File: src/hdl/core_pkg.sv
`default_nettype none

package core_pkg;

	// data path and register file
	localparam int DATA_W = 16;
	localparam int NUM_USER_REGS = 16;
	localparam int NUM_CORE_VALUES = NUM_USER_REGS + 1;
	localparam int SP_INDEX = NUM_USER_REGS;
	localparam int REG_IDX_W = 5;

	// program counter and fetch address
	localparam int PC_W = 8;

	// execution slots
	localparam int NUM_EXECUTERS = 4;
	localparam int EXEC_IDX_W = 2;

	// cycles a multiply holds its slot, counted from the start pulse to the write
	localparam int MUL_LATENCY = 4;

	// instruction opcodes, taken from bits [15:12] of the instruction word
	typedef enum logic [3:0] {
		OP_NOP = 4'd0,
		OP_LDI = 4'd1,
		OP_ADD = 4'd2,
		OP_SUB = 4'd3,
		OP_AND = 4'd4,
		OP_XOR = 4'd5,
		OP_SHL = 4'd6,
		OP_MUL = 4'd7,
		OP_JNZ = 4'd8,
		OP_SPADD = 4'd9,
		OP_SPGET = 4'd10,
		OP_HALT = 4'd15
	} opcode_t;

	// one bit per core value; bit SP_INDEX stands for the stack pointer
	typedef logic [NUM_CORE_VALUES-1:0] core_mask_t;

endpackage

`default_nettype wire

File: src/hdl/core_executer.sv
`default_nettype none

module core_executer import core_pkg::*; (
	input logic main_clk,
	input logic rst_n,
	input logic start,
	input opcode_t issue_op,
	input logic [3:0] issue_rd,
	input logic [DATA_W-1:0] issue_a,
	input logic [DATA_W-1:0] issue_b,
	input logic [7:0] issue_imm,
	input logic [PC_W-1:0] issue_pc,
	output logic busy,
	output logic write_en,
	output logic [REG_IDX_W-1:0] write_index,
	output logic [DATA_W-1:0] write_value,
	output logic redirect,
	output logic [PC_W-1:0] redirect_pc
);

	logic [$clog2(MUL_LATENCY)-1:0] count;
	opcode_t op;
	logic [3:0] rd;
	logic [DATA_W-1:0] a;
	logic [DATA_W-1:0] b;
	logic [7:0] imm;
	logic [PC_W-1:0] pc;
	logic done;
	logic writes_reg;

	always_ff @(posedge main_clk) begin
		if (!rst_n) begin
			busy <= 1'b0;
			count <= '0;
		end else if (start) begin
			busy <= 1'b1;
			// a multiply sits MUL_LATENCY cycles, everything else finishes next cycle
			count <= (issue_op == OP_MUL) ? ($bits(count))'(MUL_LATENCY - 1) : '0;
		end else if (done) begin
			busy <= 1'b0;
		end else if (busy) begin
			count <= count - 1'b1;
		end
	end

	// payload is only meaningful while busy
	always_ff @(posedge main_clk) begin
		if (start) begin
			op <= issue_op;
			rd <= issue_rd;
			a <= issue_a;
			b <= issue_b;
			imm <= issue_imm;
			pc <= issue_pc;
		end
	end

	assign done = busy && (count == '0);

	always_comb begin
		writes_reg = 1'b1;
		write_value = '0;
		case (op)
			OP_LDI: write_value = DATA_W'(imm);
			OP_ADD: write_value = a + b;
			OP_SUB: write_value = a - b;
			OP_AND: write_value = a & b;
			OP_XOR: write_value = a ^ b;
			OP_SHL: write_value = a << imm[3:0];
			OP_MUL: write_value = a * b;
			OP_SPADD: write_value = a + DATA_W'($signed(imm));
			OP_SPGET: write_value = a;
			default: writes_reg = 1'b0;
		endcase
	end

	assign write_en = done && writes_reg;
	assign write_index = (op == OP_SPADD) ? REG_IDX_W'(SP_INDEX) : {1'b0, rd};

	// a taken branch adds the signed offset, otherwise fall through
	assign redirect = done && (op == OP_JNZ);
	assign redirect_pc = (a != '0) ? pc + PC_W'($signed(imm)) : pc + 1'b1;

endmodule

`default_nettype wire

File: src/hdl/core_main.sv
`default_nettype none

module core_main import core_pkg::*; (
	input logic main_clk,
	input logic rst_n,
	output logic [PC_W-1:0] instr_addr,
	input logic [DATA_W-1:0] instr_data,
	output logic halted,
	output logic [DATA_W-1:0] debug_user_reg [NUM_USER_REGS],
	output logic [DATA_W-1:0] debug_stack_pointer
);

	opcode_t opcode;
	logic [3:0] rd;
	logic [3:0] rs;
	logic [7:0] imm8;
	core_mask_t read_mask;
	core_mask_t write_mask;

	logic [DATA_W-1:0] core_values [NUM_CORE_VALUES];

	logic [NUM_EXECUTERS-1:0] start;
	logic [NUM_EXECUTERS-1:0] busy;
	logic [NUM_EXECUTERS-1:0] redirect;
	logic [PC_W-1:0] redirect_pc [NUM_EXECUTERS];
	logic [NUM_EXECUTERS-1:0] write_en;
	logic [REG_IDX_W-1:0] write_index [NUM_EXECUTERS];
	logic [DATA_W-1:0] write_value [NUM_EXECUTERS];

	opcode_t issue_op;
	logic [3:0] issue_rd;
	logic [DATA_W-1:0] issue_a;
	logic [DATA_W-1:0] issue_b;
	logic [7:0] issue_imm;
	logic [PC_W-1:0] issue_pc;

	dependency_decoder u_decoder (
		.instr_data (instr_data),
		.opcode     (opcode),
		.rd         (rd),
		.rs         (rs),
		.imm8       (imm8),
		.read_mask  (read_mask),
		.write_mask (write_mask)
	);

	issue_scheduler u_scheduler (
		.main_clk    (main_clk),
		.rst_n       (rst_n),
		.opcode      (opcode),
		.rd          (rd),
		.rs          (rs),
		.imm8        (imm8),
		.read_mask   (read_mask),
		.write_mask  (write_mask),
		.core_values (core_values),
		.busy        (busy),
		.redirect    (redirect),
		.redirect_pc (redirect_pc),
		.instr_addr  (instr_addr),
		.start       (start),
		.issue_op    (issue_op),
		.issue_rd    (issue_rd),
		.issue_a     (issue_a),
		.issue_b     (issue_b),
		.issue_imm   (issue_imm),
		.issue_pc    (issue_pc),
		.halted      (halted)
	);

	for (genvar i = 0; i < NUM_EXECUTERS; i++) begin : g_exec
		core_executer u_executer (
			.main_clk    (main_clk),
			.rst_n       (rst_n),
			.start       (start[i]),
			.issue_op    (issue_op),
			.issue_rd    (issue_rd),
			.issue_a     (issue_a),
			.issue_b     (issue_b),
			.issue_imm   (issue_imm),
			.issue_pc    (issue_pc),
			.busy        (busy[i]),
			.write_en    (write_en[i]),
			.write_index (write_index[i]),
			.write_value (write_value[i]),
			.redirect    (redirect[i]),
			.redirect_pc (redirect_pc[i])
		);
	end

	register_merge u_merge (
		.main_clk    (main_clk),
		.rst_n       (rst_n),
		.write_en    (write_en),
		.write_index (write_index),
		.write_value (write_value),
		.core_values (core_values)
	);

	for (genvar j = 0; j < NUM_USER_REGS; j++) begin : g_debug
		assign debug_user_reg[j] = core_values[j];
	end
	assign debug_stack_pointer = core_values[SP_INDEX];

endmodule

`default_nettype wire

File: src/hdl/dependency_decoder.sv
`default_nettype none

module dependency_decoder import core_pkg::*; (
	input logic [DATA_W-1:0] instr_data,
	output opcode_t opcode,
	output logic [3:0] rd,
	output logic [3:0] rs,
	output logic [7:0] imm8,
	output core_mask_t read_mask,
	output core_mask_t write_mask
);

	core_mask_t rd_bit;
	core_mask_t rs_bit;
	core_mask_t sp_bit;

	assign rd = instr_data[11:8];
	assign rs = instr_data[7:4];
	assign imm8 = instr_data[7:0];

	assign rd_bit = core_mask_t'(1) << rd;
	assign rs_bit = core_mask_t'(1) << rs;
	assign sp_bit = core_mask_t'(1) << SP_INDEX;

	// unassigned opcodes decode as nop
	always_comb begin
		case (instr_data[15:12])
			OP_LDI, OP_ADD, OP_SUB, OP_AND, OP_XOR, OP_SHL, OP_MUL,
			OP_JNZ, OP_SPADD, OP_SPGET, OP_HALT: opcode = opcode_t'(instr_data[15:12]);
			default: opcode = OP_NOP;
		endcase
	end

	always_comb begin
		read_mask = '0;
		write_mask = '0;
		case (opcode)
			OP_LDI: write_mask = rd_bit;
			OP_ADD, OP_SUB, OP_AND, OP_XOR, OP_MUL: begin
				read_mask = rd_bit | rs_bit;
				write_mask = rd_bit;
			end
			OP_SHL: begin
				read_mask = rd_bit;
				write_mask = rd_bit;
			end
			OP_JNZ: read_mask = rd_bit;
			OP_SPADD: begin
				read_mask = sp_bit;
				write_mask = sp_bit;
			end
			OP_SPGET: begin
				read_mask = sp_bit;
				write_mask = rd_bit;
			end
			default: ;
		endcase
	end

endmodule

`default_nettype wire

File: src/hdl/issue_scheduler.sv
`default_nettype none

module issue_scheduler import core_pkg::*; (
	input logic main_clk,
	input logic rst_n,
	input opcode_t opcode,
	input logic [3:0] rd,
	input logic [3:0] rs,
	input logic [7:0] imm8,
	input core_mask_t read_mask,
	input core_mask_t write_mask,
	input logic [DATA_W-1:0] core_values [NUM_CORE_VALUES],
	input logic [NUM_EXECUTERS-1:0] busy,
	input logic [NUM_EXECUTERS-1:0] redirect,
	input logic [PC_W-1:0] redirect_pc [NUM_EXECUTERS],
	output logic [PC_W-1:0] instr_addr,
	output logic [NUM_EXECUTERS-1:0] start,
	output opcode_t issue_op,
	output logic [3:0] issue_rd,
	output logic [DATA_W-1:0] issue_a,
	output logic [DATA_W-1:0] issue_b,
	output logic [7:0] issue_imm,
	output logic [PC_W-1:0] issue_pc,
	output logic halted
);

	logic [PC_W-1:0] pc;
	logic jump_stall;
	logic halted_issue;
	core_mask_t pending_mask [NUM_EXECUTERS];
	core_mask_t busy_writes;
	logic [EXEC_IDX_W-1:0] free_slot;
	logic free_found;
	logic hazard;
	logic can_issue;
	logic needs_slot;
	logic [PC_W-1:0] redirect_target;

	// a slot's pending writes only count while that slot is still busy
	always_comb begin
		busy_writes = '0;
		for (int i = 0; i < NUM_EXECUTERS; i++) begin
			if (busy[i])
				busy_writes = busy_writes | pending_mask[i];
		end
	end

	// walk downwards so the lowest idle slot wins
	always_comb begin
		free_found = 1'b0;
		free_slot = '0;
		for (int i = NUM_EXECUTERS - 1; i >= 0; i--) begin
			if (!busy[i]) begin
				free_found = 1'b1;
				free_slot = EXEC_IDX_W'(i);
			end
		end
	end

	assign hazard = |((read_mask | write_mask) & busy_writes);
	assign can_issue = !halted_issue && !jump_stall && free_found && !hazard;
	assign needs_slot = (opcode != OP_NOP) && (opcode != OP_HALT);

	always_comb begin
		start = '0;
		if (can_issue && needs_slot)
			start[free_slot] = 1'b1;
	end

	always_comb begin
		redirect_target = '0;
		for (int i = 0; i < NUM_EXECUTERS; i++)
			redirect_target = redirect_target | (redirect_pc[i] & {PC_W{redirect[i]}});
	end

	// the sp-based ops carry the stack pointer in operand a
	assign issue_a = (opcode == OP_SPADD || opcode == OP_SPGET) ? core_values[SP_INDEX] :
		core_values[rd];
	assign issue_b = core_values[rs];
	assign issue_op = opcode;
	assign issue_rd = rd;
	assign issue_imm = imm8;
	assign issue_pc = pc;
	assign instr_addr = pc;

	assign halted = halted_issue && !(|busy);

	always_ff @(posedge main_clk) begin
		if (!rst_n) begin
			pc <= '0;
			jump_stall <= 1'b0;
			halted_issue <= 1'b0;
		end else if (|redirect) begin
			pc <= redirect_target;
			jump_stall <= 1'b0;
		end else if (can_issue) begin
			case (opcode)
				OP_JNZ: jump_stall <= 1'b1;
				// pc stays on the halt word
				OP_HALT: halted_issue <= 1'b1;
				default: pc <= pc + 1'b1;
			endcase
		end
	end

	always_ff @(posedge main_clk) begin
		for (int i = 0; i < NUM_EXECUTERS; i++) begin
			if (!rst_n)
				pending_mask[i] <= '0;
			else if (start[i])
				pending_mask[i] <= write_mask;
			else if (!busy[i])
				pending_mask[i] <= '0;
		end
	end

endmodule

`default_nettype wire

File: src/hdl/register_merge.sv
`default_nettype none

module register_merge import core_pkg::*; (
	input logic main_clk,
	input logic rst_n,
	input logic [NUM_EXECUTERS-1:0] write_en,
	input logic [REG_IDX_W-1:0] write_index [NUM_EXECUTERS],
	input logic [DATA_W-1:0] write_value [NUM_EXECUTERS],
	output logic [DATA_W-1:0] core_values [NUM_CORE_VALUES]
);

	// the scheduler keeps write sets of busy slots disjoint, so port order does not matter
	always_ff @(posedge main_clk) begin
		if (!rst_n) begin
			for (int j = 0; j < NUM_CORE_VALUES; j++)
				core_values[j] <= '0;
		end else begin
			for (int i = 0; i < NUM_EXECUTERS; i++) begin
				if (write_en[i])
					core_values[write_index[i]] <= write_value[i];
			end
			// stack pointer stays word aligned
			core_values[SP_INDEX][0] <= 1'b0;
		end
	end

endmodule

`default_nettype wire

File: config.mk
export PLATFORM = sky130hd
export DESIGN_NAME = core_main
export DESIGN_NICKNAME = d
export VERILOG_FILES = /design/src/hdl/core_pkg.sv /design/src/hdl/core_executer.sv /design/src/hdl/core_main.sv /design/src/hdl/dependency_decoder.sv /design/src/hdl/issue_scheduler.sv /design/src/hdl/register_merge.sv
export SDC_FILE = /design/constraint.sdc
export NUM_CORES = 2
export LEC_CHECK = 0
export ABC_AREA = 1
export BUFFER_PORTS_ARGS = -buffer_cell sky130_fd_sc_hd__buf_2
export CELL_PAD_IN_SITES_DETAIL_PLACEMENT = 1
export CELL_PAD_IN_SITES_GLOBAL_PLACEMENT = 2
export CORE_ASPECT_RATIO = 0.9
export CORE_MARGIN = 2
export CORE_UTILIZATION = 40
export CTS_BUF_LIST = sky130_fd_sc_hd__clkbuf_8
export DETAILED_ROUTE_END_ITERATION = 8
export PLACE_DENSITY_LB_ADDON = 0.1
export SYNTH_ARGS = -nofsm -noshare
export SYNTH_HDL_FRONTEND = slang
export SYNTH_SLANG_ARGS = --single-unit
File: constraint.sdc
create_clock -name main_clk -period 17.8 [get_ports main_clk]
set_clock_uncertainty 0.2 [all_clocks]
set_input_delay 0.89 -clock main_clk [delete_from_list [all_inputs] [get_ports main_clk]]
set_output_delay 0.89 -clock main_clk [all_outputs]
set_load 0.02 [all_outputs]
# Word level (Yosys, flattened, before mapping)
# Memories as Yosys holds them, arrays and structs flattened.
# Index checks and enable logic that the tools add are counted.
dict set report totals {
  register_bits 518
  latch_bits 0
  mem_bits_rw 68
  romBits 0
  input_bits 18
  output_inout_bits 281
  memories 1
}
# memory depth width rd rd_ports_with_merged_regs write_ports line_no
set mem_list {}
lappend mem_list {u_scheduler.pending_mask 4 17 4 0 4 issue_scheduler.sv:30} ;# core_mask_t pending_mask [NUM_EXECUTERS];
dict set report classes {
  add_sub_neg 25
  n_mul 4
  div_mod_pow 0
  order_cmp 12
  eq_ne 68
  n_shift 6
  n_mux 120
  bitwise_logic 37
  n_reduce_logical 67
}
# cell n
set ops {}
lappend ops {{272-bit 2-to-1 mux} 7}
lappend ops {{272-bit bitwise mux} 4}
lappend ops {{16-bit one-hot mux with 9 select lines} 4}
lappend ops {{16-bit demux with 5-bit select} 4}
lappend ops {{17-bit 2-to-1 mux} 12}
lappend ops {{16-bit binary-select mux with 5-bit select} 2}
lappend ops {{16-bit 2-to-1 mux} 9}
lappend ops {{16-bit adder} 8}
lappend ops {{4-bit by 3-bit equality test with 1-bit output, second input constant} 24}
lappend ops {{17-bit OR} 5}
lappend ops {{4-bit equality test, second input constant} 20}
lappend ops {{16-bit AND} 4}
lappend ops {{16-bit by 16-bit multiplier with 16-bit output} 4}
lappend ops {{16-bit nonzero test} 4}
lappend ops {{16-bit by 4-bit left shift with 16-bit output} 4}
lappend ops {{16-bit subtractor} 4}
lappend ops {{16-bit XOR} 4}
lappend ops {{8-bit 2-to-1 mux} 7}
lappend ops {{17-bit one-hot mux with 3 select lines} 1}
lappend ops {{4-bit by 2-bit equality test with 1-bit output, second input constant} 12}
lappend ops {{1-bit 2-to-1 mux} 45}
lappend ops {{8-bit by 1-bit adder with 8-bit output, second input constant} 5}
lappend ops {{9-bit OR reduction} 4}
lappend ops {{2-bit 2-to-1 mux} 17}
lappend ops {{other kinds (37)} 125}

# Longest topological paths before layout
# An unclocked memory read counts as a cell.
dict set report depth {
  word_depth 19
  mapped_depth 36
  depth_no_buf 34
}

# Modules after synthesis
# A second synthesis with hierarchy kept.
dict set report unflattened {
  hier_cells 10305
  area_unflattened_um2 66483.8
}
# module instances cells_per_inst area_each_um2 seq_area_each_um2
set modules_own_cells {}
lappend modules_own_cells {register_merge 1 3456 19249.7 5425.2}
lappend modules_own_cells {{core_executer (g_exec[3].u_executer)} 1 1316 9410.3 1741.7}
lappend modules_own_cells {{core_executer (g_exec[2].u_executer)} 1 1301 9360.2 1741.7}
lappend modules_own_cells {{core_executer (g_exec[0].u_executer)} 1 1293 9285.2 1741.7}
lappend modules_own_cells {{core_executer (g_exec[1].u_executer)} 1 1289 9267.6 1741.7}
lappend modules_own_cells {issue_scheduler 1 1486 9043.7 2242.2}
lappend modules_own_cells {dependency_decoder 1 164 867.1 0.0}

# Least setup slack after synthesis
# Ideal clock, no wire load.
dict set report synth_path {
  path_type {register to register}
  start {reg g_exec[1].u_executer.b[1]}
  end {reg u_merge.core_values[46] in the netlist's numbering}
  setup_ns 0.120
  t_arrival_ns 5.839
  slack_ns 11.641
  stages_incl_launch_ff 29
  n_path_buf 3
  path_cell_list {edfxtp_1 clkbuf_1 clkbuf_1 nand2_1 fa_1 fa_1 fa_1 fa_1 inv_1 fa_1 inv_1 fa_1 inv_1 ha_1 nand2_1 nor2_1 nand3_1 nand3_1 nand2_1 nand2_1 a21oi_1 or2_2 nand2_1 nand3_1 buf_2 nor2_1 nor2_1 nand2_1 a21oi_1}
}
dict set report synth_between {
  elab_chain_cells 10
  word_cells_on_any_way 12
}
# item line_no
set synth_lines {}
lappend synth_lines {{start: declaration} core_executer.sv:25} ;# logic [DATA_W-1:0] b;
lappend synth_lines {{start signal: assignment} core_executer.sv:52} ;# b <= issue_b;
lappend synth_lines {{16-bit by 16-bit multiplier with 16-bit output, or another cell as far along} core_executer.sv:70} ;# OP_MUL: write_value = a * b;
lappend synth_lines {{16-bit one-hot mux with 9 select lines (*)} core_executer.sv:63} ;# case (op)
lappend synth_lines {{272-bit bitwise mux (*)} register_merge.sv:20} ;# core_values[write_index[i]] <= write_value[i];
lappend synth_lines {{272-bit 2-to-1 mux (*)} register_merge.sv:19} ;# if (write_en[i])
lappend synth_lines {{272-bit 2-to-1 mux (*)} register_merge.sv:14} ;# if (!rst_n) begin
lappend synth_lines {{272-bit bitwise mux} register_merge.sv:20}
lappend synth_lines {{272-bit 2-to-1 mux (*)} register_merge.sv:19}
lappend synth_lines {{272-bit 2-to-1 mux (*)} register_merge.sv:14}
lappend synth_lines {{272-bit bitwise mux} register_merge.sv:20}
lappend synth_lines {{272-bit 2-to-1 mux (*)} register_merge.sv:19}
lappend synth_lines {{end signal: indexed assignment} register_merge.sv:20}
lappend synth_lines {{end: declaration} register_merge.sv:9} ;# output logic [DATA_W-1:0] core_values [NUM_CORE_VALUES]
# Every way passes the cells marked *; elsewhere a longest branch is shown, timed or not. The select of a mux whose other input is x is not followed.
# A chain may end at the register's enable or synchronous reset.

# Worst setup path after layout
dict set report layout_path {
  start {reg g_exec[3].u_executer.a[7]}
  end {reg u_merge.core_values[253] in the netlist's numbering}
}
dict set report layout_between {
  elab_chain_cells 4
  word_cells_on_any_way 8
}
# item line_no
set layout_lines {}
lappend layout_lines {{start: declaration} core_executer.sv:24} ;# logic [DATA_W-1:0] a;
lappend layout_lines {{start signal: assignment} core_executer.sv:51} ;# a <= issue_a;
lappend layout_lines {{16-bit by 16-bit multiplier with 16-bit output, or another cell as far along} core_executer.sv:70}
lappend layout_lines {{16-bit one-hot mux with 9 select lines (*)} core_executer.sv:63}
lappend layout_lines {{272-bit bitwise mux (*)} register_merge.sv:20}
lappend layout_lines {{272-bit 2-to-1 mux (*)} register_merge.sv:19}
# Every way passes the cells marked *; elsewhere a longest branch is shown, timed or not.

==> out/qor.yml <==
global_routing:
  grt_first_pass_wirelength_um: 526000
  grt_max_degree: 77
  grt_usage: 0.462
  gr-total-overflow: 0
  antenna_found_initial: 60
  grt_pass1_vias: 70948
clock_network:
  max-clock-path-buffers: 3
  clk_pin_slew_ns: 0.07
  cts_resized: 0
  clk_latency_ns: 0.93
  cts_root_buf: "clkbuf_8"
  cts_max_level: 3
  cts_hold_buf: 0
  clock-sinks: 585
  numCtsBuffers: 116
  cts_setup_buffers: 0
  cts_tree: "built"
cells_and_area:
  area_delta_synth_final_pct: 10.1
  layout_commonest_cell: "nand2_1"
  finalNetCount: 10066
  finalNonFillerCells: 11583
  fillers: 20285
  final_cell_mix: "2093 x nand2_1, 1542 x inv_1, 937 x a21oi_1"
  drive_above_1_share: 0.0905
  regArea_um2: 14600
  multi_input_area_um2: 40000
detailed_routing:
  routed_wl_um: 378000
  drcViolationCount: 0
  ant_nets: 0
  routed-via-count: 73706
  route.detailed.wl_per_inst_um: 32.6
  drt_pass1_iterations: 7
  avgViaCountPerCell: 6.36
  drt_iter0_drc: 10283
synth:
  yosys_register_bits: 585
  synth_cell_types: 69
  synth_seq_area_share: 0.234
  syn_inst: 9266
  synth-main-ff-cell: "dfxtp_1"
  synth_area_per_cell_um2: 6.74
  synth_area_um2: 62500
  async_flop_share: 0
  yosys_warnings: 0
  synth_edf_count: 292
  synth_fp_nets: 9969
sta:
  tightest_slew_ns: 1.46
  hold_violations: 0
  period_share: 0.422
  rsz0062_at_grt: "false"
  slew_headroom: 0.0169
  period_needed_ns: 7.51
  fmax_mhz: 133
  finalMaxSlewViolations: 0
  finalSetupViolations: 0
  setup_tns_ns: 0
critical_path:
  worstSetupPathType: "reg -> reg"
  cpPeakStageDelay_ns: 0.97
  cp.arrival_ns: 8.04
  r2r-start: "g_exec[3].u_executer.a[7]"
  crit_path_top_delay_cell: "edfxtp_1"
  worst-path-max-fanout: 17
  cp_data_required_time_ns: 18.33
  crit_path_start: "g_exec[3].u_executer.a[7]"
  endpoint_kind: "flip-flop"
  crit_top_cell: "fa_1"
  worst_setup_path_start_kind: "flip-flop"
  path_cells: "nand2_1 -> fa_1 -> inv_1 -> fa_1 -> inv_1 -> fa_1 -> fa_1 -> inv_1 -> fa_1 -> inv_1 -> fa_1 -> inv_1 -> ha_1 -> nand2_1 -> nor3_1 -> nand3_1 -> nand3_1 -> or2_2 -> nand3_1 -> nand3_2 -> o21ai_0 -> a21oi_1"
placed_design:
  dp.cells: 11328
  io_buffers: 297
  dp_hpwl_um: 270000
  globalplace.congestion: 1.08
power:
  power_density_nw_per_um2: 103
  ir_drop_mv: 0.137
  p_leak_nw: 32.5
  total_power_mw: 7.09
floorplanning:
  initial_core_util: 0.403
  die_x_um: 421
  die_area_um2: 159000
  coreArea_um2: 155000
  rows: 137
  ioPinCount: 299
  dieHeight_um: 379
hold_path:
  min_path_type: "in -> reg"
  min-delay-start: "instr_data[9]"
run:
  cap_violations: 0
run_status:
  status: "finished clean"
synthesized netlist by cell type, drive strengths merged (46+ instances only):
| cell | instances | share of area |
|---|---|---|
| nand2 | 2114 | 0.13 |
| inv | 1540 | 0.093 |
| a21oi | 941 | 0.076 |
| o21ai | 706 | 0.057 |
| nor2 | 604 | 0.038 |
| nand3 | 504 | 0.041 |
| ha | 357 | 0.071 |
| clkbuf | 349 | 0.021 |
| fa | 328 | 0.11 |
| dfxtp | 293 | 0.094 |
| edfxtp | 292 | 0.14 |
| buf | 184 | 0.015 |
| o211ai | 178 | 0.021 |
| o22ai | 173 | 0.017 |
| nand4 | 112 | 0.011 |
| a221oi | 110 | 0.015 |
| nor3 | 98 | 0.0084 |
| a22oi | 46 | 0.0055 |
layer usage:
metal	up-vias	routed length [µm]	share of wire	track usage
met4	28	31400	0.083	0.325
li1	30925	-	-	-
met3	1368	47700	0.13	0.148
met5	-	220	0.00058	0
met2	5257	150000	0.40	0.641
met1	36128	148000	0.39	0.601
worst paths after layout:
path	slack [ns]	cells past startpoint	endpoint
setup reg to reg	10.29	22	u_merge.core_values[253]
hold reg to reg	0.30	1	u_scheduler.halted_issue
setup / recovery	10.29	22	u_merge.core_values[253]
hold / removal	0.20	1	g_exec[2].u_executer.rd[1]
report_power, final:
group | total, mW | switching [mW] | leakage (nW) | internal (mW)
Sequential | 1.60 | 0.118 | 5.27 | 1.49
Combinational | 3.92 | 2.79 | 25.8 | 1.14
Clock | 1.56 | 0.732 | 1.39 | 0.832
cells by family after synthesis:
family	synth area share
xor+xnor	0.00855
simple gates	0.235
other cells	0.0000600
fa+ha+maj	0.177
flops	0.234
compound gates	0.215
buf+inv	0.130
mux	0.00128
sequential cells by signal (all words and copies together), names as in the netlist:
name and cells:
g_exec.u_executer.a 64, u_scheduler.halted_issue 1, g_exec.u_executer.rd 16, g_exec.u_executer.b 64, g_exec.u_executer.imm 32, u_scheduler.jump_stall 1, g_exec.u_executer.pc 32, g_exec.u_executer.op 16
g_exec.u_executer.count 8, u_scheduler.instr_addr 8, u_merge.core_values 271, g_exec.u_executer.busy 4, u_scheduler.pending_mask 68
critical path: cells and delay by family (launching register included):
| kind | cells | cell delay (ns) |
|---|---|---|
| adders and majority gates | 7 | 3.39 |
| and+or+nand+nor | 8 | 1.84 |
| buffers and inverters | 5 | 0.26 |
| DFF | 1 | 0.97 |
| AOI/OAI and AO/OA | 2 | 0.62 |
layout make-up:
| type | count | share of cell area |
|---|---|---|
| multi-input combinational | 6592 | 0.582 |
| sequential | 585 | 0.213 |
| inverter | 1556 | 0.0849 |
| timing repair buffer | 512 | 0.0452 |
| tap | 2085 | 0.0379 |
| clock buffer | 133 | 0.0266 |
| clock inverter | 79 | 0.00949 |
| antenna | 41 | 0.00149 |
stage by stage:
stage | utilization | instance area (µm²) | hold WS [ns] | setup WS, ns
floorplan | - | 62500 | 0.255 | 11.64
global placement | 0.427 | 66200 | 0.271 | 10.75
detailed placement | 0.427 | 66200 | 0.286 | 10.59
CTS | 0.443 | 68700 | 0.143 | 10.58
global route | 0.444 | 68700 | 0.154 | 10.18
finish | 0.444 | 68800 | 0.201 | 10.29
Power figures use the tool's default switching activity.
